[src/prefetch_config.svh]
// bank count must stay a power of two and the fifo must hold at least two full bank reads
`ifndef PREFETCH_CONFIG_SVH
`define PREFETCH_CONFIG_SVH

// byte banks in the code memory
// also the widest single fetch in bytes
`define PF_BANKS 4

// rows per bank
// 4 banks of 256 rows give 1 KB, higher linear addresses alias
`define PF_BANK_DEPTH 256

// byte entries in the prefetch queue
`define PF_FIFO_DEPTH 8

// linear address after reset
`define PF_STARTUP_LINEAR 32'd0

// bytes left in the segment after reset
// zero keeps the fetcher idle until the first flush
`define PF_STARTUP_LIMIT 32'd0

`endif

[src/prefetch_pkg.sv]
// descriptor layout follows the 8-byte x86 segment descriptor, only base, limit and g are decoded
`default_nettype none

`include "prefetch_config.svh"

package prefetch_pkg;

    // 32-bit linear fetch address, base + eip
    typedef logic [31:0] linear_t;

    // bytes still allowed before the segment limit
    typedef logic [31:0] limit_t;

    // bytes in one fetch, 0 up to PF_BANKS
    typedef logic [$clog2(`PF_BANKS):0] fetch_len_t;

    // row index inside one bank
    typedef logic [$clog2(`PF_BANK_DEPTH)-1:0] bank_addr_t;

    // granularity bit in the cached descriptor
    // set means the 20-bit limit counts 4 KB pages
    localparam int DESC_BIT_G = 55;

endpackage

`default_nettype wire

[src/prefetch_fifo.sv]
// depth must be a power of two and hold at least PF_BANKS bytes
`timescale 1ns/1ps
`default_nettype none

`include "prefetch_config.svh"

module prefetch_fifo (
    input  wire logic                     clk,
    input  wire logic                     pr_reset,
    input  wire logic                     flush,          // drops queued bytes
    input  wire logic                     prefetched_do,
    input  wire prefetch_pkg::fetch_len_t prefetched_length,
    input  wire logic [$clog2(`PF_BANKS)-1:0] rd_offset,  // bank holding the first byte
    input  wire logic [`PF_BANKS*8-1:0]   bank_data,      // bank outputs by index
    input  wire logic                     limit_signal,
    input  wire logic                     code_accept,
    output logic                          space_ok,
    output logic                          code_valid,
    output logic [7:0]                    code_byte,
    output logic                          code_limit
);

    localparam int PTR_W = $clog2(`PF_FIFO_DEPTH);
    localparam int CNT_W = PTR_W + 1;
    localparam int OFS_W = $clog2(`PF_BANKS);

    logic [7:0]       mem [`PF_FIFO_DEPTH];
    logic [PTR_W-1:0] wr_ptr;
    logic [PTR_W-1:0] rd_ptr;
    logic [CNT_W-1:0] count;        // bytes queued
    logic [CNT_W-1:0] push_len;
    logic             pop;
    logic             limit_flag;   // sticky until flush
    logic [7:0]       ordered [`PF_BANKS];

    // program order starts at bank rd_offset and wraps
    always_comb begin
        for (int j = 0; j < `PF_BANKS; j++) begin
            ordered[j] = bank_data[8 * int'(OFS_W'(rd_offset + j)) +: 8];
        end
    end

    assign push_len   = prefetched_do ? CNT_W'(prefetched_length) : '0;
    assign code_valid = (count != '0);
    assign code_byte  = mem[rd_ptr];
    assign pop        = code_accept && code_valid;
    assign space_ok   = (CNT_W'(`PF_FIFO_DEPTH) - count) >= CNT_W'(`PF_BANKS);  // room for a row
    assign code_limit = limit_flag && (count == '0);  // only once the queue has drained

    always_ff @(posedge clk) begin
        if (pr_reset || flush) begin
            wr_ptr     <= '0;
            rd_ptr     <= '0;
            count      <= '0;
            limit_flag <= 1'b0;
        end else begin
            wr_ptr <= wr_ptr + PTR_W'(push_len);
            if (pop)
                rd_ptr <= rd_ptr + 1'b1;
            count <= count + push_len - CNT_W'(pop);
            if (limit_signal)
                limit_flag <= 1'b1;
        end
    end

    // multi-byte write into the first push_len slots
    always_ff @(posedge clk) begin
        if (prefetched_do) begin
            for (int j = 0; j < `PF_BANKS; j++) begin
                if (CNT_W'(j) < push_len)
                    mem[PTR_W'(wr_ptr + j)] <= ordered[j];
            end
        end
    end

    // space_ok is sampled one cycle before the push lands
    a_no_overflow: assert property (@(posedge clk) disable iff (pr_reset)
        prefetched_do |-> (int'(count) + int'(prefetched_length) <= `PF_FIFO_DEPTH))
        else $error("prefetch_fifo: push of %0d with %0d queued", prefetched_length, count);

    // limit_signal only follows the last completion, so no bytes arrive after it
    a_no_push_after_limit: assert property (@(posedge clk) disable iff (pr_reset)
        limit_flag |-> !prefetched_do)
        else $error("prefetch_fifo: push of %0d bytes after the limit", prefetched_length);

endmodule

`default_nettype wire

[config.mk]
export PLATFORM = sky130hd
export DESIGN_NAME = prefetch_fifo
export DESIGN_NICKNAME = d
export VERILOG_FILES = /design/src/prefetch_pkg.sv /design/src/prefetch_fifo.sv
export VERILOG_INCLUDE_DIRS = /design/src /design/src/src
export SDC_FILE = /design/constraint.sdc
export NUM_CORES = 1
export LEC_CHECK = 0
export ABC_AREA = 1
export BUFFER_PORTS_ARGS = -buffer_cell sky130_fd_sc_hd__buf_2
export CAP_MARGIN = 0
export CORE_MARGIN = 3
export CORE_UTILIZATION = 62
export CTS_CLUSTER_DIAMETER = 40
export DETAILED_ROUTE_END_ITERATION = 7
export PLACE_DENSITY = 0.84
export SYNTH_ARGS = -nofsm -noshare
export SYNTH_HDL_FRONTEND = slang
export SYNTH_SLANG_ARGS = --single-unit
export TNS_END_PERCENT = 10
[constraint.sdc]
create_clock -name clk -period 3.3 [get_ports clk]
set_clock_uncertainty 0.2 [all_clocks]
set_input_delay 0.825 -clock clk [delete_from_list [all_inputs] [get_ports clk]]
set_output_delay 0.825 -clock clk [all_outputs]
set_load 0.005 [all_outputs]
* Word level (Yosys, flattened, before mapping)
Memories as Yosys holds them, arrays and structs flattened. A register that Yosys moved wholly into a read port is not among the register bits. Cells that the tools add are included.
Word-level totals: output and inout bits 11, input bits 43, register bits after elaboration 11, RAM bits 64, memories 1, word-level logic and storage cells 45
Cells by class: magnitude comparators 5, muxes and demuxes 15, add/sub/neg operators 11, shifts and indexed selects 4, reductions and logical operators 5
Memory list:
- mem | words 8, bits a word 8, read ports 1, clocked after Yosys merged registers in 1, write ports 4, RTL line prefetch_fifo.sv:27 | logic [7:0] mem [`PF_FIFO_DEPTH];
Operators by type and width (number):
- $shiftx A32 B6 Y8 | 4
- $mux W1 | 12
- $mux W3 | 3
- $add A3 B1 Y3 const B | 2
- $add A3 B2 Y3 const B | 2
- $lt A1 B3 Y1 const A | 2
- $lt A2 B3 Y1 const A | 2
- $add A2 B2 Y2 const B | 2
- $add A4 B3 Y4 | 1
- $ge A4 B3 Y1 const B | 1
- $logic_not A4 Y1 | 1
- $reduce_bool A4 Y1 | 1
- $sub A4 B1 Y4 | 1
- $sub A4 B4 Y4 const A | 1
- $add A3 B3 Y3 | 1
- $add A2 B1 Y2 const B | 1
- $logic_and A1 B1 Y1 | 2
- $logic_or A1 B1 Y1 | 1

* Depth between registers and ports, before layout
depth after elaboration 5, mapped depth 13

* Worst setup path before layout
OpenSTA, ideal clock, no wires.
kind register to register, from register wr_ptr[0], to memory mem[5][0] (enable), path slack 0.981 ns, arrival time 1.783 ns, setup time 0.337 ns, path buffers 1, stages on the path, launching flop included 10, path through dfxtp_1 > buf_6 > inv_4 > ha_1 > inv_2 > nor2_1 > inv_2 > nor2_4 > inv_1 > nand3_1
RTL lines:
- from (decl) | RTL line prefetch_fifo.sv:28 | logic [PTR_W-1:0] wr_ptr;
- from (signal assigned) | RTL line prefetch_fifo.sv:57 | wr_ptr <= wr_ptr + PTR_W'(push_len);
- to (decl) | RTL line prefetch_fifo.sv:27

==> impl_metrics.ini <==
[synth]
synth_ff_type = edfxtp_1
synth-compound-area-share = 0.133
synth_area_um2 = 7080
synth_fa_ha_area_frac = 0.0198
syn_area_per_cell_um2 = 6.50
synth_fp_nets = 1142
syn_inst = 1089
synth-edff-count = 64
yosysSeqAreaShare = 0.311
synth_seq_cells = 78
synth_top_family_by_area = simple AND/OR/NAND/NOR gates
ys.warnings.count = 0
ys_types = 41
synthArstFlopShare = 0
synthXorXnorAreaFrac = 0.00371
synthMuxAreaShare = 0.0113
yosys.area_share.simple = 0.426

[hold_path]
holdCritStartpoint = limit_flag$_SDFFE_PP0P_
hp-class = reg -> reg

[route]
antenna_left = 0
dr.pass1.iters = 6
avgRoutedWirePerCell_um = 18.9
vias = 7779
drt_iter0_markers = 1154
vias_per_cell = 6.13
routed_wl_um = 23900
drcViolationCount = 0

[floorplanning]
die_area_um2 = 12700
core_area_um2 = 11000
pin_count = 54
die_w_um = 113
initial_core_util = 0.645
die_h_um = 113
num_rows = 38

[worst_setup_path]
worstReg2RegStart = wr_ptr[0]$_SDFF_PP0_
critical_path_required_ns = 2.27
worstSetupStartpointType = flop
path_max_fanout = 25
r2r_slack_ns = 0.35
crit_type = reg -> out
crit_path_end_kind = primary output
critical_path_arrival_ns = 2.07

[power]
p_leak_nw = 3.58
powerDensity_nw_per_um2 = 435
total_power_mw = 3.34
ir_drop_mv = 0.363

[timing]
rsz0062_at_grt = false
drv_slew = 0
finalSetupViolations = 0
period_needed_ns = 3.09
hold_viol = 0
fin_crit_sh = 0.937
max_freq_mhz = 323
worst_pin_slew_ns = 0.711
fin_setup_tns_ns = 0
slew_headroom = 0.526

[layout]
multi_input_area_um2 = 4200
diodes = 0
nets = 1176
fillCellCount = 979
drive_above_1_share = 0.142
seq_area_um2 = 2200
area_growth_pct = 8.48

[clock_tree]
clkSinkCount = 78
cts_tree = yes
numCtsBuffers = 9
root_buffer = clkbuf_16
cts_max_level = 3
clkTransAtPathRegs_ns = 0.06
cts_buffer_depth = 2
clock_latency_ns = 0.35
cts_hold_buf = 0
post_cts_buffers = 0
cts_resized = 0

[flow_run]
drv_cap = 0

[global_route]
grt_overflow = 0
grt_pass1_wl_um = 37400
track_usage = 0.381
grt_pass1_vias = 7043
antenna_found_initial = 0
grt_max_degree = 35

[placed_design]
port_buffers = 53
hpwl_um = 16800
place.gp.congestion = 1.03

[run_status]
status = finished clean
==> cells by family (layout without fill, tap and decap cells) <==
group           Yosys count  in the layout
flops                    78             78
xor+xnor                  3              3
mux                       8              8
fa+ha+maj                10             10
simple gates            688            688
buf+inv                 133            172
compound gates          169            169
==> routing by layer <==
metal	GRT usage	vias to the layer above	part of all wire
li1	-	3638	-
met1	0.510	3415	0.38
met2	0.553	588	0.41
met3	0.110	138	0.15
met4	0.212	0	0.062
met5	0	-	0
==> area by class of cell <==
type                    instances  area share
inverters                      86      0.0427
flip-flops and latches         78       0.287
multi-input cells             878       0.547
well taps                     140      0.0228
repair buffers                 70      0.0528
clock inverters                 2     0.00472
clock buffers                  14      0.0428
==> worst max-delay path, stage by stage (launching register included) <==
cell     delay (ns)
dfxtp_1        0.45
buf_4          0.37
mux2i_1        0.50
o22ai_1        0.13
nand2_1        0.09
nand2_1        0.06
buf_2          0.12
==> final timing paths <==
path | cells after the start | end
worst max-delay path | 6 | code_byte[1]
worst min-delay path | 2 | limit_flag$_SDFFE_PP0P_
worst max register to register | 8 | mem[5][7]$_DFFE_PP_
worst min register to register | 2 | limit_flag$_SDFFE_PP0P_
==> sequential cells by signal (all words and copies together) (netlist names), named ones only <==
name and flops:
rd_ptr 3, count 4, mem 64, limit_flag 1, wr_ptr 3
==> synthesized netlist by cell type, drive strengths merged, types with 14 or more instances <==
cell    count  area [µm²]
a21oi      77         408
buf        39         314
dfxtp      14         280
edfxtp     64        1920
inv        86         328
nand2     361        1460
nand3     121         641
nor2      195         847
o21ai      76         410
==> power breakdown <==
part           total (mW)  switching [mW]  internal [mW]  leakage (nW)
Combinational       0.957           0.673          0.284          2.70
Clock                1.18           0.410          0.771         0.180
Sequential           1.20          0.0343           1.17         0.707
Total                3.34            1.12           2.23          3.58
==> cells in the final DEF (no fill, tap or decap), drive strengths merged, types with 8 or more instances in the layout <==
cell type / n
a21oi: 77
buf: 70
clkbuf: 14
dfxtp: 14
edfxtp: 64
ha: 8
inv: 87
mux2i: 8
nand2: 361
nand3: 121
nor2: 195
o21ai: 76
o22ai: 8
o32ai: 8
==> through the flow <==
step	setup slack, ns	std cells	hold WS [ns]	util	instance area, µm²
2_1_floorplan	0.981	1089	0.248	-	7080
3_3_place_gp	0.403	1252	0.261	0.666	7310
3_5_place_dp	0.386	1252	0.273	0.666	7310
4_1_cts	0.292	1268	0.287	0.699	7680
5_1_grt	0.109	1268	0.312	0.699	7680
6_report	0.206	1268	0.288	0.699	7680
No activity file was read; power rests on OpenSTA's default activity.
