===== src/prefetch_config.svh =====
// bank count must stay a power of two and the fifo must hold at least two full bank reads
`ifndef PREFETCH_CONFIG_SVH
`define PREFETCH_CONFIG_SVH

// byte banks in the code memory
// also the widest single fetch in bytes
`define PF_BANKS 4

// rows per bank
// 4 banks of 256 rows give 1 KB, higher linear addresses alias
`define PF_BANK_DEPTH 256

// byte entries in the prefetch queue
`define PF_FIFO_DEPTH 8

// linear address after reset
`define PF_STARTUP_LINEAR 32'd0

// bytes left in the segment after reset
// zero keeps the fetcher idle until the first flush
`define PF_STARTUP_LIMIT 32'd0

`endif


===== src/prefetch_pkg.sv =====
// descriptor layout follows the 8-byte x86 segment descriptor, only base, limit and g are decoded
`default_nettype none

`include "prefetch_config.svh"

package prefetch_pkg;

    // 32-bit linear fetch address, base + eip
    typedef logic [31:0] linear_t;

    // bytes still allowed before the segment limit
    typedef logic [31:0] limit_t;

    // bytes in one fetch, 0 up to PF_BANKS
    typedef logic [$clog2(`PF_BANKS):0] fetch_len_t;

    // row index inside one bank
    typedef logic [$clog2(`PF_BANK_DEPTH)-1:0] bank_addr_t;

    // granularity bit in the cached descriptor
    // set means the 20-bit limit counts 4 KB pages
    localparam int DESC_BIT_G = 55;

endpackage

`default_nettype wire


===== src/code_bank.sv =====
// reading a row in the same cycle it is written returns stale data
`timescale 1ns/1ps
`default_nettype none

`include "prefetch_config.svh"

module code_bank (
    input  wire logic                     clk,
    input  wire logic                     we,         // load port
    input  wire prefetch_pkg::bank_addr_t waddr,
    input  wire logic [7:0]               wdata,
    input  wire logic                     rd_en,
    input  wire prefetch_pkg::bank_addr_t rd_addr,
    output logic [7:0]                    rd_data     // valid the cycle after rd_en
);

    logic [7:0] mem [`PF_BANK_DEPTH];   // one byte per row

    always_ff @(posedge clk) begin
        if (we)
            mem[waddr] <= wdata;
    end

    // registered read, holds its value while idle
    always_ff @(posedge clk) begin
        if (rd_en)
            rd_data <= mem[rd_addr];
    end

    // loading and fetching of one row must not overlap
    a_no_rw_clash: assert property (@(posedge clk)
        (we && rd_en) |-> (waddr != rd_addr))
        else $error("code_bank: write and read of row %0d in one cycle", waddr);

endmodule

`default_nettype wire


===== config.mk =====
export PLATFORM = sky130hd
export DESIGN_NAME = code_bank
export DESIGN_NICKNAME = d
export VERILOG_FILES = /design/src/prefetch_pkg.sv /design/src/code_bank.sv
export VERILOG_INCLUDE_DIRS = /design/src /design/src/src
export SDC_FILE = /design/constraint.sdc
export NUM_CORES = 2
export LEC_CHECK = 0
export BUFFER_PORTS_ARGS = -buffer_cell sky130_fd_sc_hd__buf_4
export CAP_MARGIN = 40
export CORE_ASPECT_RATIO = 1.5
export CORE_MARGIN = 2
export CORE_UTILIZATION = 41
export DETAILED_ROUTE_END_ITERATION = 12
export PLACE_DENSITY = 0.67
export SLEW_MARGIN = 20
export SYNTH_ARGS = -nofsm -noshare
export SYNTH_HDL_FRONTEND = slang
export SYNTH_SLANG_ARGS = --single-unit

===== constraint.sdc =====
create_clock -name clk -period 3.55 [get_ports clk]
set_input_delay 0.1775 -clock clk [delete_from_list [all_inputs] [get_ports clk]]
set_output_delay 0.1775 -clock clk [all_outputs]
set_load 0.01 [all_outputs]

* Word-level counts from Yosys, hierarchy flattened
Memory sizes are Yosys's and may differ from the RTL's. A register that Yosys moved wholly into a read port is not among the register bits.
Index checks and enable logic that the tools add are counted.
** Word-level totals
- Output and inout port bits :: 8
- Input bits :: 27
- Register bits :: 0
- RAM bits :: 2048
- Memories kept :: 1
- Word-level logic and storage cells :: 3
** Cells by class
- Mux-type cells :: 2
** Memory list
- mem :: depth 256, bits a word 8, rd ports 1, clocked after Yosys merged registers in 1, wr ports 1, RTL line code_bank.sv:17 : logic [7:0] mem [`PF_BANK_DEPTH];
** Operator list (count)
- 2-to-1 mux 1 bit :: 2

* Longest topological paths before layout
- Depth after elaboration :: 2
- Gate-level depth with buffers :: 11
- Gate-level depth less buffers :: 6

* Worst setup path after synthesis
Ideal clock, no wire load.
- Kind :: input-to-reg
- Start :: in rd_addr[0]
- End :: reg rd_data[2], read port of mem (data pin)
- Library setup time :: 0.269 ns
- Stages :: 9
- Slack :: 1.296 ns
- Buffers on the path :: 4
- Arrival :: 1.985 ns
- Path through :: buf_6 -> buf_12 -> buf_8 -> buf_2 -> mux4_2 -> a22oi_1 -> a21oi_1 -> nor4_1 -> nor4_2
** RTL lines
- from (decl) :: RTL line code_bank.sv:13 : input wire prefetch_pkg::bank_addr_t rd_addr,
- to (decl) :: RTL line code_bank.sv:14 : output logic [7:0] rd_data

==> metrics.log <==
[metrics] Initial Util: 41.16%
[metrics] Yosys cell types: 54
[metrics] crit-path cells: mux4_2, a22o_1, a221oi_1, buf_4, o32ai_1, nor3_1, buf_4, nor4_1
[metrics] sequential area share after synthesis: 77.53%
[metrics] number of buffers inserted by post-CTS setup repair: 0
[metrics] vias in the first global route: 39.81k
[metrics] smallest hold slack: 0.04026 ns
[metrics] cell with the largest stage delay on the worst path: nor3_1
[metrics] worst min-delay path category: in2reg
[metrics] compound-cell area share of the yosys netlist: 3.416%
[metrics] total clock sinks: 2,056
[metrics] switching share of power: 21.02%
[metrics] total congestion overflow after global routing: 0
[metrics] switching power: 10.09 mW
[metrics] endpoints failing setup: 0
[metrics] number of antenna-violating nets in the routed design: 0
[metrics] largest net degree at the start of global routing: 121
[metrics] Worst Max-Slew Pin Slew: 1.079 ns
[metrics] count of boundary I/O pins: 35
[metrics] Synth Flop Type: edfxtp_1
[metrics] cell seen most often among critical-path stages: buf_4
[metrics] Sum Neg Setup Slack: 0 ns
[metrics] y dimension of the die: 543.8 um
[metrics] combinational family with the most area after synthesis: multiplexers
[metrics] overall fraction of global-route tracks in use: 19.86%
[metrics] max-cap viol count: 0
[metrics] # placed instances: 6,408
[metrics] IO buf count: 34
[metrics] later-pin clock latency in the skew report: 0.82 ns
[metrics] synthesized-area fraction occupied by and/or/nand/nor cells: 2.625%
[metrics] clock tree from TritonCTS: done
[metrics] filler instances: 15.74k
[metrics] number of violations reported at the end of detailed-routing iteration 0: 4,297
[metrics] number of nets produced by synthesis: 3,760
[metrics] Die X-Extent: 363.8 um
[metrics] net total in the final layout: 4,064
[metrics] Setup Skew: 0.04869 ns
[metrics] number of flops mapped to enable cells by yosys: 2,056
[metrics] Num CTS Buffers: 177
[metrics] total detailed-routing wirelength: 197,800 um
[metrics] LEAKAGE: 27.92 nW
[metrics] mux share of post-synthesis cell area: 14.60%
[metrics] unrepaired setup endpoints after global routing: false
[metrics] final hold violations: 0
[metrics] fmax: 0.3520 GHz
[metrics] path type of the worst setup path: reg2reg
[metrics] Final Max Tran Viols: 0
[metrics] Crit path required time: 4.08 ns
[metrics] count of H-tree levels built during CTS: 4
[metrics] Pint: 37.92 mW
[metrics] critical path endpoint category: flop
[metrics] remaining routing DRC violations: 0
[metrics] post-layout min period: 2.841 ns
[metrics] clock-pin transition on the worst setup and hold timing paths: 0.06 ns
[metrics] xor/xnor share of the synthesized area: 0%
[metrics] WP data arrival: 3.37 ns
[metrics] detailed-route wire length per cell: 29.22 um
[metrics] area overhead of the layout relative to synthesis: 13.39%
[metrics] router iterations before antenna repair: 6
[metrics] Yosys warning count: 0
[metrics] number of non-filler instances in the completed layout: 6,771
[metrics] outcome: finished clean
[metrics] synthesized flop and latch total: 2,056
[metrics] max-slew headroom at the worst pin: 28.10%
[metrics] largest driver fanout on the critical path: 1
[metrics] via total after detailed routing: 39.08k
[metrics] final cycle utilization of the critical path: 80.04%
[metrics] post-detailed-placement half-perimeter wirelength: 126,800 um
[metrics] share of layout cells above drive strength 1: 25.37%
[metrics] total core area: 193,500 um2
[metrics] Cell Area, Synth: 79,640 um2
[metrics] final weighted congestion in routability-driven placement: 0.8762
[metrics] startpoint class of the critical path: flop
[metrics] clock root buffer master: clkbuf_16
[metrics] combinational share of power: 5.3%
[metrics] post-synthesis cell count: 3,733
[metrics] floorplan die area: 197,800 um2
[metrics] maximum clock insertion buffer count: 4
[metrics] Clk network pwr share: 38.9%
[metrics] per-cell via count in the routed design: 5.771
[metrics] share of power burned in registers: 55.8%
[metrics] Post-Syn Area per Cell: 21.33 um2
[metrics] cell area power density: 531.8 nW/um2
[metrics] first-pass GRT wire length: 284,100 um
[metrics] slowest stage delay, CP: 0.63 ns
[metrics] FP Rows: 198
[metrics] number of antenna violations at the first check in global routing: 11
[metrics] async set or reset register ratio after synthesis: 0%
[metrics] worst IR drop on VDD: 350.7 uV
[metrics] synthesized-area fraction occupied by adder cells: 0%
-- timing repair --
item,in CTS,in global routing
setup endpoints to repair,0,0
hold buffers,5,2
resized for setup,0,0
endpoints found under the hold margin,98,74
-- area by class of cell --
type	count	area [um2]	share of cell area (%)
Tap cell	2600	3253	3.603
Sequential cell	2056	61740	68.37
Clock buffer	224	4648	5.148
Multi-Input combinational cell	1442	16510	18.28
Clock inverter	85	760.7	0.8425
Timing Repair Buffer	358	3369	3.732
Inverter	2	7.507	0.008314
Antenna cell	4	10.01	0.01109
-- cells by family after synthesis --
| kind of cell | Yosys count |
|---|---|
| flops | 2056 |
| simple gates | 466 |
| buf+inv | 235 |
| compound gates | 385 |
| mux | 591 |
-- flip-flops by register name (all words and copies together), names as in the netlist --
signal	cells
mem	2048
rd_data	8
-- cells in the mapped netlist (all sizes together) (2+ instances only) --
master / number / area (um2)
nand3: 34 / 170.2
nand2b: 8 / 50.05
nor2: 282 / 1059
mux4: 456 / 10280
a22o: 8 / 70.07
nor4: 27 / 187.7
o21ai: 12 / 60.06
o211ai: 10 / 75.07
a22oi: 133 / 998.5
clkbuf: 111 / 416.7
nor3: 22 / 110.1
nor2b: 31 / 193.9
or2: 4 / 25.02
a31oi: 2 / 12.51
nand3b: 2 / 15.01
o32ai: 5 / 51.30
a2111oi: 5 / 52.55
a311oi: 2 / 17.52
o221ai: 47 / 417.9
a221oi: 14 / 128.9
mux2i: 134 / 1341
nand2: 33 / 123.9
a211oi: 16 / 120.1
o22a: 5 / 43.79
nand4: 10 / 62.56
o22ai: 28 / 175.2
buf: 122 / 1032
and3b: 2 / 17.52
a21oi: 96 / 480.5
edfxtp: 2056 / 61740
and2: 6 / 37.54
-- worst paths after layout --
kind | from | endpoint | slack (ns) | cells past startpoint
setup / recovery | mem[83][3]$_DFFE_PP_ | rd_data[3]$_DFFE_PP_ | 0.71 | 8
hold / removal | wdata[2] | mem[88][2]$_DFFE_PP_ | 0.04 | 1
setup reg to reg | mem[83][3]$_DFFE_PP_ | rd_data[3]$_DFFE_PP_ | 0.71 | 8
hold reg to reg | mem[12][6]$_DFFE_PP_ | rd_data[6]$_DFFE_PP_ | 1.20 | 6
-- through the flow --
step / utilization, % / power, mW / area, um2 / worst slack (ns)
final: 46.67 / 48.02 / 90300 / 0.7087
after global routing: 46.67 / 49.18 / 90290 / 0.6126
after CTS: 46.47 / 48.21 / 89900 / 0.6531
after detailed placement: 43.64 / 29.88 / 84440 / 0.06869
after global placement: 43.59 / 29.83 / 84330 / 0.04293
after floorplan: - / 28.61 / 79640 / 1.296
-- power groups by stage --
stage	sequential, mW	clock, mW	combinational (mW)
3_3_place_gp	27.3	0	2.51
3_5_place_dp	27.3	0	2.55
2_1_floorplan	27.3	0	1.30
5_1_grt	26.8	19.7	2.69
6_report	26.8	18.7	2.56
4_1_cts	26.8	18.9	2.56
-- cell usage in the layout, fill, tap and decap left out, drive strengths merged, types with 34 or more instances in the layout --
cell,count
a21oi,96
a22oi,133
buf,342
clkbuf,231
clkinv,64
edfxtp,2056
mux2i,134
mux4,456
nand3,34
nor2,282
o221ai,47
-- layer usage --
metal  part of all wire, %  up-vias  GRT usage [%]
met3                   7.0      410          3.149
met4                   5.1       14          9.010
met1                    36    20770          24.21
met2                    52     1599          34.71
li1                      -    16280              -
met5                 0.040        -              0
-- worst max-delay path: cells and delay by family (launching register included) --
| family | cells | cell delay, ns |
|---|---|---|
| AO/OA/AOI/OAI | 3 | 0.56 |
| buffers and inverters | 2 | 0.42 |
| multiplexers | 1 | 0.50 |
| flip-flops | 1 | 0.37 |
| AND/OR/NAND/NOR | 2 | 0.69 |
Power figures use the tool's default switching activity.
