## config.mk

```make
export PLATFORM = sky130hd
export DESIGN_NAME = prefetch
export DESIGN_NICKNAME = d
export VERILOG_FILES = /design/src/prefetch_pkg.sv /design/src/prefetch.sv
export VERILOG_INCLUDE_DIRS = /design/src /design/src/src
export SDC_FILE = /design/constraint.sdc
export NUM_CORES = 1
export LEC_CHECK = 0
export ABC_AREA = 1
export BUFFER_PORTS_ARGS = -buffer_cell sky130_fd_sc_hd__buf_2
export CORE_MARGIN = 2
export CORE_UTILIZATION = 60
export CTS_BUF_LIST = sky130_fd_sc_hd__clkbuf_8
export CTS_CLUSTER_DIAMETER = 30
export CTS_CLUSTER_SIZE = 16
export DETAILED_ROUTE_END_ITERATION = 8
export PLACE_DENSITY = 0.81
export REMOVE_ABC_BUFFERS = 1
export SLEW_MARGIN = 0
export SYNTH_ARGS = -nofsm -noshare
export SYNTH_HDL_FRONTEND = slang
export SYNTH_SLANG_ARGS = --single-unit
```

## constraint.sdc

```tcl
create_clock -name clk -period 2.8 [get_ports clk]
set_input_delay 0.28 -clock clk [delete_from_list [all_inputs] [get_ports clk]]
set_output_delay 0.28 -clock clk [all_outputs]
set_load 0.01 [all_outputs]
```

## src/prefetch_config.svh

```systemverilog
// bank count must stay a power of two and the fifo must hold at least two full bank reads
`ifndef PREFETCH_CONFIG_SVH
`define PREFETCH_CONFIG_SVH

// byte banks in the code memory
// also the widest single fetch in bytes
`define PF_BANKS 4

// rows per bank
// 4 banks of 256 rows give 1 KB, higher linear addresses alias
`define PF_BANK_DEPTH 256

// byte entries in the prefetch queue
`define PF_FIFO_DEPTH 8

// linear address after reset
`define PF_STARTUP_LINEAR 32'd0

// bytes left in the segment after reset
// zero keeps the fetcher idle until the first flush
`define PF_STARTUP_LIMIT 32'd0

`endif

```

## src/prefetch_pkg.sv

```systemverilog
// descriptor layout follows the 8-byte x86 segment descriptor, only base, limit and g are decoded
`default_nettype none

`include "prefetch_config.svh"

package prefetch_pkg;

    // 32-bit linear fetch address, base + eip
    typedef logic [31:0] linear_t;

    // bytes still allowed before the segment limit
    typedef logic [31:0] limit_t;

    // bytes in one fetch, 0 up to PF_BANKS
    typedef logic [$clog2(`PF_BANKS):0] fetch_len_t;

    // row index inside one bank
    typedef logic [$clog2(`PF_BANK_DEPTH)-1:0] bank_addr_t;

    // granularity bit in the cached descriptor
    // set means the 20-bit limit counts 4 KB pages
    localparam int DESC_BIT_G = 55;

endpackage

`default_nettype wire

```

## src/prefetch.sv

```systemverilog
// a limit of 0xffffffff with eip 0 wraps the byte count to zero, no type or present checks
`timescale 1ns/1ps
`default_nettype none

`include "prefetch_config.svh"

module prefetch (
    input  wire logic                   clk,
    input  wire logic                   pr_reset,
    input  wire logic                   flush,              // one-cycle reload strobe
    input  wire prefetch_pkg::linear_t  prefetch_eip,
    input  wire logic [63:0]            cs_cache,           // cached cs descriptor
    input  wire logic                   prefetched_do,      // fetch completed this cycle
    input  wire prefetch_pkg::fetch_len_t prefetched_length,
    output prefetch_pkg::linear_t       prefetch_address,
    output prefetch_pkg::fetch_len_t    prefetch_length,
    output logic                        limit_signal
);
    import prefetch_pkg::*;

    linear_t linear;            // next byte to fetch
    limit_t  limit;             // bytes left below the segment limit
    logic    limit_signaled;    // limit pulse already sent since last reload

    linear_t cs_base;
    limit_t  cs_limit;

    // base is split across the descriptor
    assign cs_base = {cs_cache[63:56], cs_cache[39:16]};

    // 20-bit limit, scaled to pages when g is set
    assign cs_limit = cs_cache[DESC_BIT_G] ? {cs_cache[51:48], cs_cache[15:0], 12'hfff}
                                           : {12'd0, cs_cache[51:48], cs_cache[15:0]};

    assign prefetch_address = linear;

    // never ask for more than one bank row
    assign prefetch_length = (limit > limit_t'(`PF_BANKS)) ? fetch_len_t'(`PF_BANKS)
                                                           : fetch_len_t'(limit);

    // first cycle with nothing left
    assign limit_signal = (limit == '0) && !limit_signaled;

    always_ff @(posedge clk) begin
        if (pr_reset) begin
            linear         <= `PF_STARTUP_LINEAR;
            limit          <= `PF_STARTUP_LIMIT;
            limit_signaled <= 1'b0;
        end else if (flush) begin
            linear         <= cs_base + prefetch_eip;
            // eip past the limit leaves nothing to fetch
            limit          <= (cs_limit >= prefetch_eip) ? cs_limit - prefetch_eip + 32'd1
                                                         : '0;
            limit_signaled <= 1'b0;                     // rearm the pulse
        end else begin
            if (prefetched_do) begin
                linear <= linear + linear_t'(prefetched_length);
                limit  <= limit - limit_t'(prefetched_length);
            end
            if (limit_signal)
                limit_signaled <= 1'b1;                 // one pulse per reload
        end
    end

    // code_fetch clips every read to prefetch_length, so a completion fits the limit
    a_len_in_limit: assert property (@(posedge clk) disable iff (pr_reset)
        prefetched_do |-> (limit >= limit_t'(prefetched_length)))
        else $error("prefetch: completed length %0d beyond limit %0d",
                    prefetched_length, limit);

endmodule

`default_nettype wire

```

Yosys cells after proc, flatten, opt, wreduce, memory -nomap -nowiden
Cells that the tools add are included.
- bits in writable memories: 0
- memories: 0
- input bits: 103
- latch bits: 0
- bits in registers: 65
- memory bits (read-only): 0
- logic and storage cells: 22
- bitwise logic cells: 0
- muxes and demuxes: 7
- div/mod/pow operators: 0
- $mul: 0
- reductions and logical operators: 5
- shift-type cells: 0
- eq/ne operators: 0
- add/sub/neg operators: 5
- magnitude comparators: 2
- operator list (cell ; count):
    32-bit 2-to-1 mux ; 6
    32-bit by 1-bit adder with 32-bit output, second input constant ; 1
    32-bit by 3-bit adder with 32-bit output ; 1
    32-bit adder ; 1
    32-bit >= comparator ; 1
    32-bit by 3-bit > comparator with 1-bit output, second input constant ; 1
    32-bit zero test ; 1
    32-bit by 3-bit subtractor with 32-bit output ; 1
    32-bit subtractor ; 1
    3-bit 2-to-1 mux ; 1
    2-bit nonzero test ; 1
    2-bit OR reduction ; 1
    1-bit logical AND ; 1
    1-bit zero test ; 1

Logic depth before layout (Yosys ltp)
- depth in word-level cells: 5
- mapped depth: 21

Worst setup path before layout
Ideal clock, no wire load.
- path kind: in2reg
- start point: input cs_cache[55]
- end point: register limit[31]
- arrival: 2.454 ns
- setup slack: 0.229 ns
- buffers on the path: 1
- data required time: 2.683 ns
- stages: 19
- cells stage by stage: clkbuf_1 nor2_1 inv_1 ha_1 inv_1 ha_1 fa_1 nand3_1 nand3_2 nand2_1 nand2_1 nand2_1 nand2_1 nand2_1 nand3b_1 nand2_1 nor2_1 nor2_1 nor2_1
- word-level cells in the longest chain between the ends: 5
- elaborated cells on any way between the ends: 6
- ends and longest elaborated chain (element ; RTL line ; text):
    start: declaration ; prefetch.sv:12 ; input wire logic [63:0] cs_cache,
    32-bit 2-to-1 mux (*) ; prefetch.sv:32 ; assign cs_limit = cs_cache[DESC_BIT_G] ? {cs_cache[51:48], cs_cache[15:0], 12'hfff}
    32-bit subtractor ; prefetch.sv:52 ; limit <= (cs_limit >= prefetch_eip) ? cs_limit - prefetch_eip + 32'd1
    32-bit by 1-bit adder with 32-bit output ; prefetch.sv:52 ;
    32-bit 2-to-1 mux (*) ; prefetch.sv:52 ;
    32-bit 2-to-1 mux (*) ; prefetch.sv:49 ; end else if (flush) begin
    end signal: assignment ; prefetch.sv:47 ; limit <= `PF_STARTUP_LIMIT;
    end signal: assignment ; prefetch.sv:52 ;
    end signal: assignment ; prefetch.sv:58 ; limit <= limit - limit_t'(prefetched_length);
    end: declaration ; prefetch.sv:22 ; limit_t limit;
Every way passes the cells marked *; elsewhere a longest branch is shown, timed or not.
A chain may end at the register's enable or synchronous reset.

Worst setup path after layout
- start point: register limit[20]
- end point: output limit_signal
- word-level cells in the longest chain between the ends: 2
- ends and longest elaborated chain (element ; RTL line ; text):
    32-bit zero test ; prefetch.sv:42 ; assign limit_signal = (limit == '0) && !limit_signaled;
    1-bit logical AND ; prefetch.sv:42 ;
    end: declaration ; prefetch.sv:17 ; output logic limit_signal
No other way between the ends.

==> run summary <==
The flow ran to the end, and the final reports show no timing, DRC or antenna violations. The internal power came out at approximately 2.4 mW. The setup slack after placement is -0.158 ns. The simple logic cell fraction of the synthesized area is 40.9%.

Global routing finished with a remaining overflow of 0. The signal on the critical path passes through nor2_1, nand2_1, nor2_1, inv_1, nor3_1, inv_1, nor4_2, buf_2. The synthesis warning total is 0. Setup violations remaining at the end of the flow were counted as 0. The final-layout worst hold slack is 0.277 ns. The routed design has 34900 um of wire.

The region available for standard cell placement spans roughly 17000 um2. At the pin with the least slew margin, the transition time is between 0.7 and 0.8 ns. IR analysis of the VDD net gives a maximum drop of 0.000335 V. Along the worst path, the maximum fanout reaches 4. The tool flagged a number of max-cap violations equal to 0.

The area growth from synthesis to layout came out at 16.2%. TritonCTS built the clock tree. The count of buffers from port buffering is 127. The adder and majority gate portion of the synthesized area is 16.0%. The number of enable-type register cells in the synthesized netlist is 0. The clock network fraction of total power is between 10% and 20%. The number of global-route vias before repair was about 12k. The largest individual stage delay along the critical path comes from the cell nor3_1.

The fmax came out at slightly below 400 MHz. Summing the areas of all compound-gate instances in the mapped netlist gives 14.5% of the synthesized area. The largest total area in the synthesized netlist belongs to nand2_1.

The number of diodes is 0. The data arrival time of the worst path is 2.29 ns. The top cell type's share of synthesized area is 19.3%. For this run, the register share of the synthesized area comes to 12.4%. Among cell families on the critical path, the largest total delay comes from simple AND/OR/NAND/NOR gates. The wire length of the first global-routing pass is roughly 56000 um. The count of boundary I/O pins came out at 139. The number of buffers and inverters on the critical path is 3. The horizontal die dimension is 136 um. By area the synthesized netlist is led by nand2_1 19%, dfxtp_1 12%, ha_1 12%. Once the clock tree was built, the setup fixing pass inserted 0 buffers. Counting flops with an async set or reset pin after synthesis yields a share of 0%.

The number of buffers inserted by hold repair at cts came out at 0. The remaining design rule violation count came out at 0. The clock insertion delay at the later pin of the skew report came out at 0.38 ns. The share of power burned in registers is 25.5%. The biggest cell delay along the critical path came out at 0.37 ns.

The portion of synthesized area spent on multiplexers is 0%. The CTS buffer count came out at 9. The power per cell area is 363 nW/um2. Clock tree synthesis found a total of 65 sinks.

The pin count of the biggest net entering global routing is 63. The net count reported at finish came out at approximately 2.3k. The placed wire-length estimate after detailed placement came out at between 20000 and 30000 um. The initial standard-cell utilization of the core came out at 60.9%.

The worst slew margin relative to its limit is 52.4%. After detailed routing, the average wire length per cell comes to 15.3 um. The post-synthesis instance area is around 11000 um2. In this run the static leakage power is roughly 6.7 nW.

The final weighted congestion of routability-driven global placement is 0.999. Setup slack closes at between 0.2 and 0.25 ns. For this block, the via count after detailed routing is 12.5k.

Dividing the detail-routed via count by the number of cells gives 5.46. The flip-flop and latch count after synthesis is 65. The post-synthesis cell type count came out at 46. The global routing usage summed across all routing layers is 38.0%. The H-tree depth reported by CTS is 3.

The number of buffers on the longest clock path came out at 2. The type of the worst setup path is reg -> out. The initial antenna violation count is 0. The post-CTS clock slew at the launch and capture registers of the worst setup and hold paths is ~0.090 ns. In the finished design, the share of the clock period the worst path needs comes to 91.9%. The part of the power in combinational logic is a little under three fifths. After technology mapping, the gate count stands at 1862. The initialized floorplan defines 48 standard-cell rows.

The worst setup path is launched from a flip-flop. The max-slew violation count came to 0. The worst clock skew on the final layout is 0.0159 ns. The class of the worst hold path is in -> reg.

The switching power as a share of total power came out at a little under half. The die span in y is 136 um. The average instance area after synthesis is 5.64 um2. In this run the remaining antenna-violating nets after routing total 0. By area, the combinational part of the netlist is dominated by simple AND/OR/NAND/NOR gates. Setup repair after global routing left no endpoint under its margin.

The count of TritonRoute iterations in the first routing pass is 6. The utilization of the core after routing is 70.8%. The area enclosed by the die boundary is around 19000 um2. The count of endpoints failing hold in the final timing report is 0. The required time at the endpoint of the critical path came out at 2.52 ns. The share of layout cells above drive strength 1 came out at 14.5%. STA classifies the critical path endpoint as an output port. In the synthesized netlist the dominant register cell turns out to be dfxtp_1. For this block, the initial DRC count from the detailed router was 886. Counting I/O delays and the setup requirement, the final critical path takes 2.57 ns. The root buffer cell is clkbuf_8. Once the clock tree was built, the resizer swapped 0 gates to a different size.

The power dissipated by switching net loads came out at 2.05 mW. Of the total synthesized cell area, the portion taken by XOR and XNOR cells is 3.17%.
-- placed cells by master, fill, tap and decap left out, types with 11 or more instances in the layout --
| cell type | count |
|---|---|
| a21oi_1 | 126 |
| buf_2 | 127 |
| buf_4 | 86 |
| dfxtp_1 | 65 |
| fa_1 | 19 |
| ha_1 | 102 |
| inv_1 | 313 |
| inv_2 | 12 |
| nand2_1 | 540 |
| nand3_1 | 137 |
| nand3b_1 | 19 |
| nand4_1 | 21 |
| nor2_1 | 182 |
| nor2_2 | 11 |
| nor3_1 | 29 |
| o21ai_0 | 114 |
| o21ai_1 | 11 |
| xor2_1 | 32 |
-- registers in the layout (all words and copies together) (netlist names) --
signal	count
limit_signaled	1
prefetch_address	32
limit	32
-- synth_stat cells (all sizes together) (2+ instances only) --
cell	number
o21ai	126
buf	12
nor4	5
nand2	544
dfxtp	65
o31ai	2
a31oi	7
ha	102
o21a	4
nor3b	2
nand4	21
nand3	144
a21o	2
xnor2	6
inv	325
nor2	198
xor2	32
o21bai	9
and2	3
nand3b	19
nor3	40
a21oi	129
a311oi	2
fa	20
clkbuf	26
or2	12
-- cells by family after synthesis --
kind of cell,Yosys count
simple gates,988
buf+inv,364
compound gates,285
fa+ha+maj,122
flops,65
xor+xnor,38
-- worst paths after layout --
| check | startpoint | to | slack (ns) | cells past startpoint |
|---|---|---|---|---|
| max | limit[20]$_SDFFE_PP0P_ | limit_signal | 0.23 | 8 |
| min | pr_reset | limit_signaled$_SDFFE_PP0P_ | 0.28 | 2 |
| max reg2reg | limit[0]$_SDFFE_PP0P_ | limit[28]$_SDFFE_PP0P_ | 0.40 | 13 |
| min reg2reg | prefetch_address[0]$_SDFFE_PP0P_ | prefetch_address[0]$_SDFFE_PP0P_ | 0.53 | 2 |
-- power groups by stage --
stage / clock network, mW / registers (mW) / logic [mW]
final: 0.850 / 1.13 / 2.45
after global routing: 0.902 / 1.14 / 2.75
after CTS: 0.860 / 1.13 / 2.41
after detailed placement: 0 / 1.15 / 2.40
after global placement: 0 / 1.14 / 2.35
after floorplan: 0 / 1.14 / 1.52
-- final cells by class --
type                       count  area (um2)
fill                        1655        5030
tap                          225         282
sequential                    65        1300
multi-input combinational   1433        7840
timing repair buffer         217        1360
inverter                     326        1220
clock buffer                  10         138
clock inverter                 6        58.8
-- stage by stage --
| stage | setup TNS, ns | cell area (um2) | power [mW] | std cells |
|---|---|---|---|---|
| 3_5_place_dp | -1.70 | 12000 | 3.54 | 2266 |
| 4_1_cts | 0 | 12200 | 4.40 | 2282 |
| 2_1_floorplan | 0 | 10400 | 2.66 | 1824 |
| 6_report | 0 | 12200 | 4.43 | 2282 |
| 5_1_grt | 0 | 12200 | 4.79 | 2282 |
| 3_3_place_gp | -0.559 | 12000 | 3.49 | 2266 |
-- metal layers --
layer  GRT usage (%)  wire [um]  vias up  part of all wire [%]
li1                -          -     6298                     -
met1            45.6      13800     5525                    40
met2            66.3      16700      506                    48
met3            4.92       2480      126                   7.1
met4            19.2       1880        0                   5.4
met5               0          0        -                     0
-- worst reg2reg max path: cells and delay by family, from the launching register on --
family          cells  cell delay (ns)
flops               1             0.34
buf+inv             4             0.29
fa+ha+maj           2             0.54
compound gates      2             0.28
simple gates        5             0.87
Note: power is estimated with default switching activity, not from simulation.
