===== config.mk =====
export PLATFORM = sky130hd
export DESIGN_NAME = code_fetch
export DESIGN_NICKNAME = d
export VERILOG_FILES = /design/src/prefetch_pkg.sv /design/src/code_fetch.sv
export VERILOG_INCLUDE_DIRS = /design/src /design/src/src
export SDC_FILE = /design/constraint.sdc
export NUM_CORES = 1
export LEC_CHECK = 0
export BUFFER_PORTS_ARGS = -buffer_cell sky130_fd_sc_hd__buf_4
export CAP_MARGIN = 0
export CORE_MARGIN = 1
export CORE_UTILIZATION = 30
export CTS_BUF_LIST = sky130_fd_sc_hd__clkbuf_16
export CTS_CLUSTER_DIAMETER = 50
export DETAILED_ROUTE_END_ITERATION = 8
export GPL_ROUTABILITY_DRIVEN = 0
export GPL_TIMING_DRIVEN = 1
export HOLD_SLACK_MARGIN = 0.15
export PLACE_DENSITY = 0.71
export SLEW_MARGIN = 25
export SYNTH_ARGS = -nofsm -noshare
export SYNTH_HDL_FRONTEND = slang
export SYNTH_SLANG_ARGS = --single-unit

===== constraint.sdc =====
create_clock -name clk -period 2.06 [get_ports clk]
set_clock_uncertainty 0.2 [all_clocks]
set_input_delay 0.412 -clock clk [delete_from_list [all_inputs] [get_ports clk]]
set_output_delay 0.412 -clock clk [all_outputs]
set_load 0.01 [all_outputs]

===== src/prefetch_config.svh =====
// bank count must stay a power of two and the fifo must hold at least two full bank reads
`ifndef PREFETCH_CONFIG_SVH
`define PREFETCH_CONFIG_SVH

// byte banks in the code memory
// also the widest single fetch in bytes
`define PF_BANKS 4

// rows per bank
// 4 banks of 256 rows give 1 KB, higher linear addresses alias
`define PF_BANK_DEPTH 256

// byte entries in the prefetch queue
`define PF_FIFO_DEPTH 8

// linear address after reset
`define PF_STARTUP_LINEAR 32'd0

// bytes left in the segment after reset
// zero keeps the fetcher idle until the first flush
`define PF_STARTUP_LIMIT 32'd0

`endif


===== src/prefetch_pkg.sv =====
// descriptor layout follows the 8-byte x86 segment descriptor, only base, limit and g are decoded
`default_nettype none

`include "prefetch_config.svh"

package prefetch_pkg;

    // 32-bit linear fetch address, base + eip
    typedef logic [31:0] linear_t;

    // bytes still allowed before the segment limit
    typedef logic [31:0] limit_t;

    // bytes in one fetch, 0 up to PF_BANKS
    typedef logic [$clog2(`PF_BANKS):0] fetch_len_t;

    // row index inside one bank
    typedef logic [$clog2(`PF_BANK_DEPTH)-1:0] bank_addr_t;

    // granularity bit in the cached descriptor
    // set means the 20-bit limit counts 4 KB pages
    localparam int DESC_BIT_G = 55;

endpackage

`default_nettype wire


===== src/code_fetch.sv =====
// one read in flight at a time, so the best rate is one bank row every two cycles
`timescale 1ns/1ps
`default_nettype none

`include "prefetch_config.svh"

module code_fetch (
    input  wire logic                     clk,
    input  wire logic                     pr_reset,
    input  wire logic                     flush,
    input  wire prefetch_pkg::linear_t    prefetch_address,
    input  wire prefetch_pkg::fetch_len_t prefetch_length,
    input  wire logic                     space_ok,          // fifo can take a full row
    output logic [`PF_BANKS-1:0]          rd_en,
    output logic [`PF_BANKS*$bits(prefetch_pkg::bank_addr_t)-1:0] rd_addr,
    output logic                          prefetched_do,
    output prefetch_pkg::fetch_len_t      prefetched_length,
    output logic [$clog2(`PF_BANKS)-1:0]  rd_offset
);
    import prefetch_pkg::*;

    localparam int OFS_W = $clog2(`PF_BANKS);
    localparam int ROW_W = $bits(bank_addr_t);

    logic [OFS_W-1:0] offset;       // first bank of this read
    bank_addr_t       row;
    fetch_len_t       to_end;       // bytes up to the next row boundary
    fetch_len_t       issue_len;
    logic             issue;

    logic             inflight;     // banks answer next cycle
    fetch_len_t       inflight_len;
    logic [OFS_W-1:0] inflight_ofs;

    assign offset    = prefetch_address[OFS_W-1:0];
    assign row       = prefetch_address[OFS_W +: ROW_W];   // upper bits alias
    assign to_end    = fetch_len_t'(`PF_BANKS) - fetch_len_t'(offset);
    assign issue_len = (prefetch_length < to_end) ? prefetch_length : to_end;

    // no new read while flushing since the address is about to change
    assign issue = !inflight && (prefetch_length != '0) && space_ok && !flush;

    always_comb begin
        for (int i = 0; i < `PF_BANKS; i++) begin
            rd_en[i] = issue;
            // banks below the offset point at the following row
            rd_addr[i*ROW_W +: ROW_W] = (i < int'(offset)) ? bank_addr_t'(row + 1'b1) : row;
        end
    end

    always_ff @(posedge clk) begin
        if (pr_reset)
            inflight <= 1'b0;
        else
            inflight <= issue;      // clears itself the cycle after
    end

    // captured at issue and reported with the completion
    always_ff @(posedge clk) begin
        if (issue) begin
            inflight_len <= issue_len;
            inflight_ofs <= offset;
        end
    end

    assign prefetched_do     = inflight && !flush;  // flush drops the returning data
    assign prefetched_length = inflight_len;
    assign rd_offset         = inflight_ofs;

    // prefetch only moves on a completion, so its request holds under a read
    a_req_stable: assert property (@(posedge clk) disable iff (pr_reset)
        inflight |-> ($stable(prefetch_address) && $stable(prefetch_length)))
        else $error("code_fetch: fetch request changed while a read is in flight");

endmodule

`default_nettype wire


## After elaboration in Yosys (flattened, before gate mapping)

Index checks and enable logic that the tools add are counted.

- Memories: 0
- Output and inout bits: 42
- Bits in latches: 0
- Register bits after elaboration: 6
- Memory bits (writable): 0
- Logic and storage cells: 20
- Memory bits (read-only): 0
- Input port bits: 39

- Bitwise logic cells: 0
- Shifts and indexed selects: 0
- Reductions and logical operators: 7
- Muxes and demuxes: 4
- Divide/modulo/power cells: 0
- Magnitude comparators: 4
- Add/sub/neg operators: 2
- Equal/unequal tests: 0
- Multipliers: 0

Operator list:

| cell | number |
|---|---|
| 8-bit 2-to-1 mux | 3 |
| 8-bit by 1-bit adder with 8-bit output (second input constant) | 1 |
| 1-bit logical AND | 4 |
| 1-bit by 2-bit less-than comparator with 1-bit output (first input constant) | 2 |
| 3-bit less-than comparator | 1 |
| 3-bit 2-to-1 mux | 1 |
| 3-bit nonzero test | 1 |
| 3-bit by 2-bit subtractor with 3-bit output (first input constant) | 1 |
| 1-bit zero test | 2 |
| 2-bit less-than comparator (first input constant) | 1 |

## Logic depth before layout (Yosys ltp)

Gate-level depths: netlist (run 1).

- Depth after elaboration: 4
- Gate-level depth with buffers: 8
- Mapped depth without buffers: 7

## Least setup slack after synthesis (run 1)

No wires, ideal clock.

- Path type: input to output
- Start point: in prefetch_length[2]
- End point: out rd_en[0]
- Path slack: -0.255 ns
- Buffers on the path: 1
- Data arrival time: 1.703 ns
- Cell stages on the path: 3
- Required time: 1.448 ns
- Cells stage by stage: nor3_1 nor4b_1 buf_4

- Longest elaborated chain between the ends: 4

Ends and longest elaborated chain:

| element | line | RTL |
|---|---|---|
| start, declared | code_fetch.sv:12 | `input wire prefetch_pkg::fetch_len_t prefetch_length,` |
| 3-bit nonzero test | code_fetch.sv:41 | `assign issue = !inflight && (prefetch_length != '0) && space_ok && !flush;` |
| 1-bit logical AND (3 in series) | code_fetch.sv:41 |  |
| end, declared | code_fetch.sv:14 | `` output logic [`PF_BANKS-1:0] rd_en, `` |

No other way between the ends.

## Worst setup path in the final report (run 1)

- Start point: in prefetch_address[0]
- End point: out rd_addr[17] (netlist bit)

- Longest elaborated chain between the ends: 2

Ends and longest elaborated chain:

| element | line | RTL |
|---|---|---|
| start, declared | code_fetch.sv:11 | `input wire prefetch_pkg::linear_t prefetch_address,` |
| 2-bit less-than comparator | code_fetch.sv:47 | `rd_addr[i*ROW_W +: ROW_W] = (i < int'(offset)) ? bank_addr_t'(row + 1'b1) : row;` |
| 8-bit 2-to-1 mux | code_fetch.sv:47 |  |
| end, declared | code_fetch.sv:15 | `` output logic [`PF_BANKS*$bits(prefetch_pkg::bank_addr_t)-1:0] rd_addr, `` |

No other way between the ends.

==> run metrics, run 1 <==
sequential element share of the synthesized area a little over a fifth; Top delay family on crit path multiplexers; total wire length 1.98 mm; Max Buffers Root-to-Sink 2; Crit path required time roughly 1.5 ns; hold_ws 0.294 ns; min-delay worst type in -> reg; HPWL Detailed about 1.6 mm; DR vias/cell around 4.4; max incr delay on CP between 0.3 and 0.4 ns; Worst-Margin Slew between 0.5 and 0.6 ns; mean routed wirelength per cell approximately 11 um; maximum number of pins on one net before global-route repair 10; Synth Instances 94; via count a little under 800; CTS buffer count 3; normalized max-slew margin roughly 64%; synthesized area 800 um^2; Root Driver clkbuf_16; DRC 0; CP endpoint kind primary output; Post-Syn Nets between 100 and 150; RSZ-0062 raised after global routing false; post-route ant nets 0; outcome completed; initial antenna violation count 0; area grow syn2layout 66.0%; Slew Limit Fails 0; CTS Sinks 6; fin crit share between 90% and 100%; YS warnings 0; port buffer count 58; GRT overflow 0; power per cell area between 500 and 600 mW/mm^2; Core Region 0.00250 mm^2; Slowest-stage cell, CP mux2_2; #FFs+latches synth 6; Critical Path, Cell by Cell buf_4 -> buf_4 -> ha_2 -> mux2_2 -> buf_4; drt initial violations 5; layout cells sized above 1 57.2%; vias in the first global route 710; critical path type in -> out; io pins 81; GRT Resource Usage Total approximately 14%; Final Hold Fails 0; crit-path max FO 8; Die Y ~54 um; Total Power just over 0.7 mW; Worst EP arrival between 1 and 1.5 ns; Avg Cell Area, Syn 8.51 um^2; drt first pass iters 2; die area between 0.002 and 0.003 mm^2; Tmin final 2.01 ns; Leakage slightly above 0.6 nW; Netlist cell types 22; die width around 54 um; CTS tree built; final setup fails 0; worst slack, placed -0.113 ns; Finished Core Util between 50 and 60%; Max-Cap Viols 0; crit start category input pin; # rows 18; top achievable clock speed 498 MHz; slack of the critical path 0.0520 ns; Ant. Diodes 0; H-tree depth 1; first-pass GRT wire length 2.96 mm; Worst Path Buf+Inv 3; starting density of the core a little under a third; most used cell, CP buf_4; Clk Latency, worst-skew pair between 0.2 and 0.25 ns; Peak VDD IR 572 uV; clock slew seen by the registers of the worst setup and hold paths 0.04 ns; fin nets 190
## per-layer routing
metal / part of all wire (%) / global-route usage, % / vias to the layer above / wire (um)
met4: 0 / 5.26 / 0 / 0
met2: 56 / 29.8 / 32 / 1100
met3: 5.6 / 1.98 / 0 / 112
li1: - / - / 398 / -
met5: 0 / 0 / - / 0
met1: 39 / 13.9 / 345 / 768
## cells in the final DEF, fill, tap and decap left out, drive strengths merged
cell          n
dlygate4sd3   1
xor2          3
nor2b         3
clkbuf        3
xnor2        18
buf          67
and3          1
a21oi         1
nand3         7
inv           5
and4          1
nand2         8
and2          1
edfxtp        5
nor3          1
nor2          1
ha            5
nand4         5
nor4b         1
mux2          5
dfxtp         1
o21ai         2
## registers in the layout, indices dropped and copies added, names as in the netlist
name / count
inflight: 1
prefetched_length: 3
rd_offset: 2
## worst paths after layout
check                            from                     end  slack (ns)  cells past startpoint
setup reg to reg  inflight$_SDFF_PP0_  rd_offset[0]$_DFFE_PP_        0.48                      2
hold reg to reg   inflight$_SDFF_PP0_     inflight$_SDFF_PP0_        0.40                      2
hold / removal    prefetch_address[0]  rd_offset[0]$_DFFE_PP_        0.29                      2
setup / recovery  prefetch_address[0]             rd_addr[17]        0.05                      5
## timing repair
item,CTS,global route
setup buffers,0,0
resized for setup,1,0
setup endpoints to repair,3,0
endpoints found under the hold margin,1,0
hold buffers,1,0
## metrics by stage
step | cells | area [um^2] | TNS (ns)
2_1_floorplan | 94 | 845 | -0.0393
3_3_place_gp | 170 | 1240 | -0.152
3_5_place_dp | 170 | 1240 | -0.321
4_1_cts | 175 | 1330 | 0
5_1_grt | 175 | 1330 | 0
6_report | 175 | 1330 | 0
## layout make-up
type,instances,area (um^2)
repair buffers,68,513
fillers,254,1170
multi-input cells,63,513
inverters,4,15.0
flip-flops and latches,6,170
well taps,30,37.5
clock inverters,1,3.75
clock buffers,3,75.1
## power by group
part           switching, mW  internal, mW
Clock                 0.0707         0.252
Combinational          0.118         0.144
Sequential           0.00193         0.141
Total                  0.191         0.536
## synthesized netlist by cell type
| cell type | n | area share [%] |
|---|---|---|
| nand2_1 | 8 | 3.8 |
| ha_1 | 5 | 7.8 |
| edfxtp_1 | 5 | 19 |
| nand3_1 | 7 | 4.4 |
| nand4_1 | 5 | 3.9 |
| and2_1 | 1 | 0.78 |
| dfxtp_1 | 1 | 2.5 |
| mux2_2 | 5 | 7.0 |
| nor3_1 | 1 | 0.63 |
| nor2b_1 | 3 | 2.3 |
| inv_1 | 4 | 1.9 |
| and4_1 | 1 | 1.1 |
| o21ai_1 | 1 | 0.63 |
| o21ai_0 | 1 | 0.63 |
| a21oi_1 | 1 | 0.63 |
| and3_1 | 1 | 0.78 |
| nor2_1 | 1 | 0.47 |
| buf_2 | 6 | 3.8 |
| buf_4 | 15 | 14 |
| xnor2_1 | 18 | 20 |
| xor2_1 | 3 | 3.3 |
| nor4b_1 | 1 | 1.1 |
## cell families after synthesis
logic type      share of synthesized area (%)
xor+xnor                                 23.0
flops                                    21.3
mux                                      7.04
compound gates                           1.88
simple gates                             19.2
fa+ha+maj                                7.82
buf+inv                                  19.7
(Power assumes the default switching activity.)
==> run 2, diff against run 1 <==
--- a/config.mk
+++ b/config.mk
@@ -16,7 +16,7 @@
 export GPL_ROUTABILITY_DRIVEN = 0
 export GPL_TIMING_DRIVEN = 1
 export HOLD_SLACK_MARGIN = 0.15
-export PLACE_DENSITY = 0.71
+export PLACE_DENSITY = 0.69
 export SLEW_MARGIN = 25
 export SYNTH_ARGS = -nofsm -noshare
 export SYNTH_HDL_FRONTEND = slang
==> constraint.sdc (replaced) <==
create_clock -name clk -period 1.9 [get_ports clk]
set_clock_uncertainty 0.2 [all_clocks]
set_input_delay 0.38 -clock clk [delete_from_list [all_inputs] [get_ports clk]]
set_output_delay 0.38 -clock clk [all_outputs]
set_load 0.01 [all_outputs]
==> run metrics, run 2 (synthesis gave the netlist of run 1 again) <==
die width 53.6 um; Hold Startpoint prefetch_length[0]; # rows 18; Critical Path, Cell by Cell buf_4 -> ha_1 -> and3_2 -> nand3_1 -> xnor2_1 -> buf_4; post-route ant nets 0; most frequent cells in the layout 67 x buf_4, 18 x xnor2_1, 7 x nand3_1, 7 x nand2_1; Worst EP arrival 1.28 ns; final setup fails 0; Peak VDD IR just over 700 uV; R2R depth 2; Setup TNS Final 0 ns; layout cells sized above 1 61.6%; power per cell area between 500 and 600 mW/mm^2; reg-to-reg startpoint inflight$_SDFF_PP0_; Crit path required time about 1.3 ns; CTS tree built; HPWL Detailed 1.64 mm; # fillers about 230; Worst-Margin Slew 0.439 ns; DR vias/cell about 4.5; Max-Cap Viols 0; Non-Filler Instances ~180; Ant. Diodes 0; top achievable clock speed around 540 MHz; fin nets 191; crit start category input pin; first-pass GRT wire length between 2 and 3 mm; crit-path max FO 6; critical path type in -> out; Hold Crit Depth 2; Post-DP Area around 0.0013 mm^2; Slowest-stage cell, CP and3_2; max FFs per register 3; Die Y about 54 um; clock slew seen by the registers of the worst setup and hold paths 0.03 ns; outcome completed; DRC 0; Slew Limit Fails 0; maximum number of pins on one net before global-route repair 10; critical path launch point prefetch_address[2]; mean routed wirelength per cell roughly 11 um; GRT Resource Usage Total about 14%; initial antenna violation count 0; die area between 0.002 and 0.003 mm^2; Final Cell Area around 0.0014 mm^2; Clk Latency, worst-skew pair roughly 0.23 ns; Post-CTS Setup Repair Bufs 0; CTS buffer count 3; RSZ-0062 raised after global routing false; port buffer count 58; drt first pass iters 3; Worst Hold End prefetched_length[0]$_DFFE_PP_; area grow syn2layout 72.0%; most common cell after layout, fill and taps aside buf_4; fin crit share between 90% and 100%; Root Driver clkbuf_16; FF-to-FF End prefetched_length[0]$_DFFE_PP_; drt initial violations 4; Final Hold Fails 0; R2R setup slack 0.42 ns; CTS Sinks 6; Max Buffers Root-to-Sink 2; normalized max-slew margin between 70% and 80%; starting density of the core between 30% and 40%; total wire length between 1.5 and 2 mm; Core Region ~0.0025 mm^2; GRT overflow 0; slack of the critical path between 0.03 and 0.04 ns; placed insts between 150 and 200; min-delay worst type in -> reg; Leakage 0.617 nW; worst slack, placed -0.215 ns; CP endpoint kind primary output; vias in the first global route around 700; Tmin final around 1.9 ns; max incr delay on CP 0.22 ns; H-tree depth 1; most used cell, CP buf_4; io pins 81; via count about 800
[run 2: cell count changes in the layout (fill, tap and decap cells not counted), sizes merged]
cell	delta
buf	+1
[run 2: worst max-delay path, delay by kind of cell]
family	cells	cell delay, ns
simple gates	2	0.33
buf+inv	2	0.26
fa+ha+maj	1	0.20
xor+xnor	1	0.12
[run 2: where the power goes]
| part | total (mW) | switching, mW | internal, mW |
|---|---|---|---|
| Clock | 0.346 | 0.0731 | 0.273 |
| Sequential | 0.154 | 0.00190 | 0.152 |
| Combinational | 0.300 | 0.134 | 0.166 |
[run 2: worst max-delay path by stage]
stage / depth (start not counted) / to
final: 6 / rd_addr[14]
after global routing: 6 / rd_addr[14]
after CTS: 6 / rd_addr[14]
after detailed placement: 8 / prefetched_length[0]$_DFFE_PP_
after global placement: 8 / prefetched_length[0]$_DFFE_PP_
after floorplan: 8 / prefetched_length[0]$_DFFE_PP_
[run 2: stage by stage]
step                util, %  hold WS, ns  power (mW)
floorplan                 -        0.252       0.325
global placement       50.6        0.338       0.447
detailed placement     50.6        0.341       0.453
CTS                    54.7        0.272       0.810
global route           55.0        0.286       0.840
finish                 55.0        0.277       0.801
[run 2: metal layers]
layer | global-route usage (%) | vias to the layer above | wire (um) | share of wire, %
met5 | 0 | - | 0 | 0
met4 | 3.95 | 0 | 10 | 0.51
met3 | 3.11 | 2 | 116 | 5.9
met2 | 30.0 | 31 | 1110 | 56
met1 | 12.8 | 351 | 728 | 37
li1 | - | 402 | - | -
[run 2: layout make-up]
class	instances	area [um^2]	area share [%]
Clock buffer	3	75.1	5.46
Tap cell	30	37.5	2.73
Timing Repair Buffer	69	524	38.1
Sequential cell	6	170	12.4
Clock inverter	1	3.75	0.273
Inverter	4	20.0	1.46
Multi-Input combinational cell	63	544	39.6
[run 2: what timing repair did]
action / 4_1_cts / 5_1_grt
hold endpoints to repair: 1 / 0
endpoints found under the setup margin: 7 / 10
gates resized for setup: 2 / 5
pin swaps: 0 / 4
hold buffers: 1 / 0
==> run 3, diff against run 2 <==
--- a/config.mk
+++ b/config.mk
@@ -6,6 +6,7 @@
 export SDC_FILE = /design/constraint.sdc
 export NUM_CORES = 1
 export LEC_CHECK = 0
+export ABC_AREA = 1
 export BUFFER_PORTS_ARGS = -buffer_cell sky130_fd_sc_hd__buf_4
 export CAP_MARGIN = 0
 export CORE_MARGIN = 1
@@ -16,7 +17,7 @@
 export GPL_ROUTABILITY_DRIVEN = 0
 export GPL_TIMING_DRIVEN = 1
 export HOLD_SLACK_MARGIN = 0.15
-export PLACE_DENSITY = 0.69
+export PLACE_DENSITY = 0.67
 export SLEW_MARGIN = 25
 export SYNTH_ARGS = -nofsm -noshare
 export SYNTH_HDL_FRONTEND = slang
==> constraint.sdc (replaced) <==
create_clock -name clk -period 2.3 [get_ports clk]
set_clock_uncertainty 0.2 [all_clocks]
set_input_delay 0.46 -clock clk [delete_from_list [all_inputs] [get_ports clk]]
set_output_delay 0.46 -clock clk [all_outputs]
set_load 0.01 [all_outputs]
==> run metrics, run 3 <==
Avg Cell Area, Syn ~6.3 um^2; Leakage 0.711 nW; Netlist cell types 21; first-pass GRT wire length around 3.7 mm; total wire length approximately 2.4 mm; drt initial violations 20; PostCTS Resize Cnt 0; Peak VDD IR ~430 uV; # fillers about 270; Max-Cap Viols 0; Max Buffers Root-to-Sink 2; Setup TNS Final 0 ns; hold buffers post-CTS 0; Clk Latency, worst-skew pair around 0.23 ns; Finished Core Util about half; CTS tree built; min-delay worst type in -> reg; DRC 0; CP endpoint kind primary output; port buffer count a little under 60; crit start category input pin; final setup fails 0; GRT overflow 0; Root Driver clkbuf_16; FF/Latch Area 170 um^2; Worst EP arrival 1.51 ns; #FFs+latches synth 6; top achievable clock speed approximately 460 MHz; Crit path required time ~1.6 ns; fin crit share a little over nine tenths; crit-path max FO 11; Tmin final approximately 2.2 ns; GRT Resource Usage Total between 15 and 20%; normalized max-slew margin ~80%; fin nets about 230; mean routed wirelength per cell between 10 and 15 um; die area 0.00301 mm^2; YS warnings 0; vias in the first global route a little under 900; DR vias/cell ~4.7; Core Region between 0.002 and 0.003 mm^2; initial antenna violation count 0; io pins between 80 and 90; Synth Instances 134; sequential element share of the synthesized area between 20% and 30%; starting density of the core 32.7%; RSZ-0062 raised after global routing false; HPWL Detailed between 1.5 and 2 mm; worst slack, placed between 0.07 and 0.08 ns; # rows 18; Synth top area share between 20% and 30%; H-tree depth 1; clock slew seen by the registers of the worst setup and hold paths roughly 0.030 ns; via count between 1000 and 1500; Total Power just under 0.7 mW; power per cell area between 500 and 600 mW/mm^2; most common cell in the synthesized netlist nand2_1; area grow syn2layout 56.2%; CTS Sinks 6; max FFs per register 3; ys async rst share 0%; slack of the critical path about 0.13 ns; Post-synth EDFFs 5; multi-input logic area about 520 um^2; Post-synth top flop edfxtp_1; Worst-Margin Slew approximately 0.33 ns; Die Y 54.9 um; outcome completed; synthesized area roughly 840 um^2; Synth area leaders nand2_1 25%, edfxtp_1 18%, buf_4 11%; CTS buffer count 3; Post-CTS Setup Repair Bufs 0; R2R setup slack just over 0.8 ns; die width between 50 and 60 um; most frequent cells after synthesis 55 x nand2_1, 12 x buf_4, 12 x nand3_1; Slew Limit Fails 0; Ant. Diodes 0; most common cell after layout, fill and taps aside buf_4; Final Hold Fails 0; post-route ant nets 0; critical path type in -> out; layout cells sized above 1 41.0%; Post-Syn Nets between 150 and 200; largest area contributor in the netlist nand2_1; maximum number of pins on one net before global-route repair 12; most frequent cells in the layout 62 x buf_4, 55 x nand2_1, 12 x nand3_1; hold_ws a little under 0.2 ns; drt first pass iters 4
-- run 3: worst paths after layout --
kind                        from                        endpoint  cells past startpoint
max reg2reg  inflight$_SDFF_PP0_  prefetched_length[0]$_DFFE_PP_                      4
min                     pr_reset             inflight$_SDFF_PP0_                      2
min reg2reg  inflight$_SDFF_PP0_             inflight$_SDFF_PP0_                      3
max          prefetch_address[1]                      rd_addr[2]                      6
-- run 3: per-layer routing --
metal	up-vias	GRT usage, %	share of wire [%]
li1	513	-	-
met1	450	20.6	43
met2	36	31.3	52
met3	2	2.46	4.8
met4	0	5.42	0.66
met5	-	0	0
-- run 3: power by group --
group | leakage [nW] | switching [mW] | internal, mW
clock network | 0.0423 | 0.0658 | 0.226
logic | 0.614 | 0.132 | 0.124
registers | 0.0549 | 0.00164 | 0.126
total | 0.711 | 0.200 | 0.477
-- run 3: critical path, stage by stage --
cell and delay [ns]:
buf_4 0.16, clkinv_2 0.15, ha_1 0.24, buf_4 0.18
o21ai_0 0.17, buf_4 0.15
-- run 3: per-stage QoR --
stage	instances	instance area (um^2)
global placement	209	1230
floorplan	134	845
global route	213	1310
detailed placement	209	1230
CTS	213	1310
finish	213	1310
-- run 3: cell families after synthesis --
group / Yosys count / share of synthesized area (%)
buffers and inverters: 26 / 17.7
xor gates and xnor gates: 6 / 6.26
adders and majority gates: 5 / 7.45
DFF: 6 / 20.3
AOI/OAI and AO/OA: 11 / 8.05
and+or+nand+nor: 80 / 40.2
-- run 3: cell type report --
cell class,instances,share of cell area (%)
clock buffer,3,5.73
clock inverter,1,0.286
inverter,9,2.67
multi-input combinational,102,40.0
sequential,6,13.0
tap,30,2.86
timing repair buffer,62,35.5
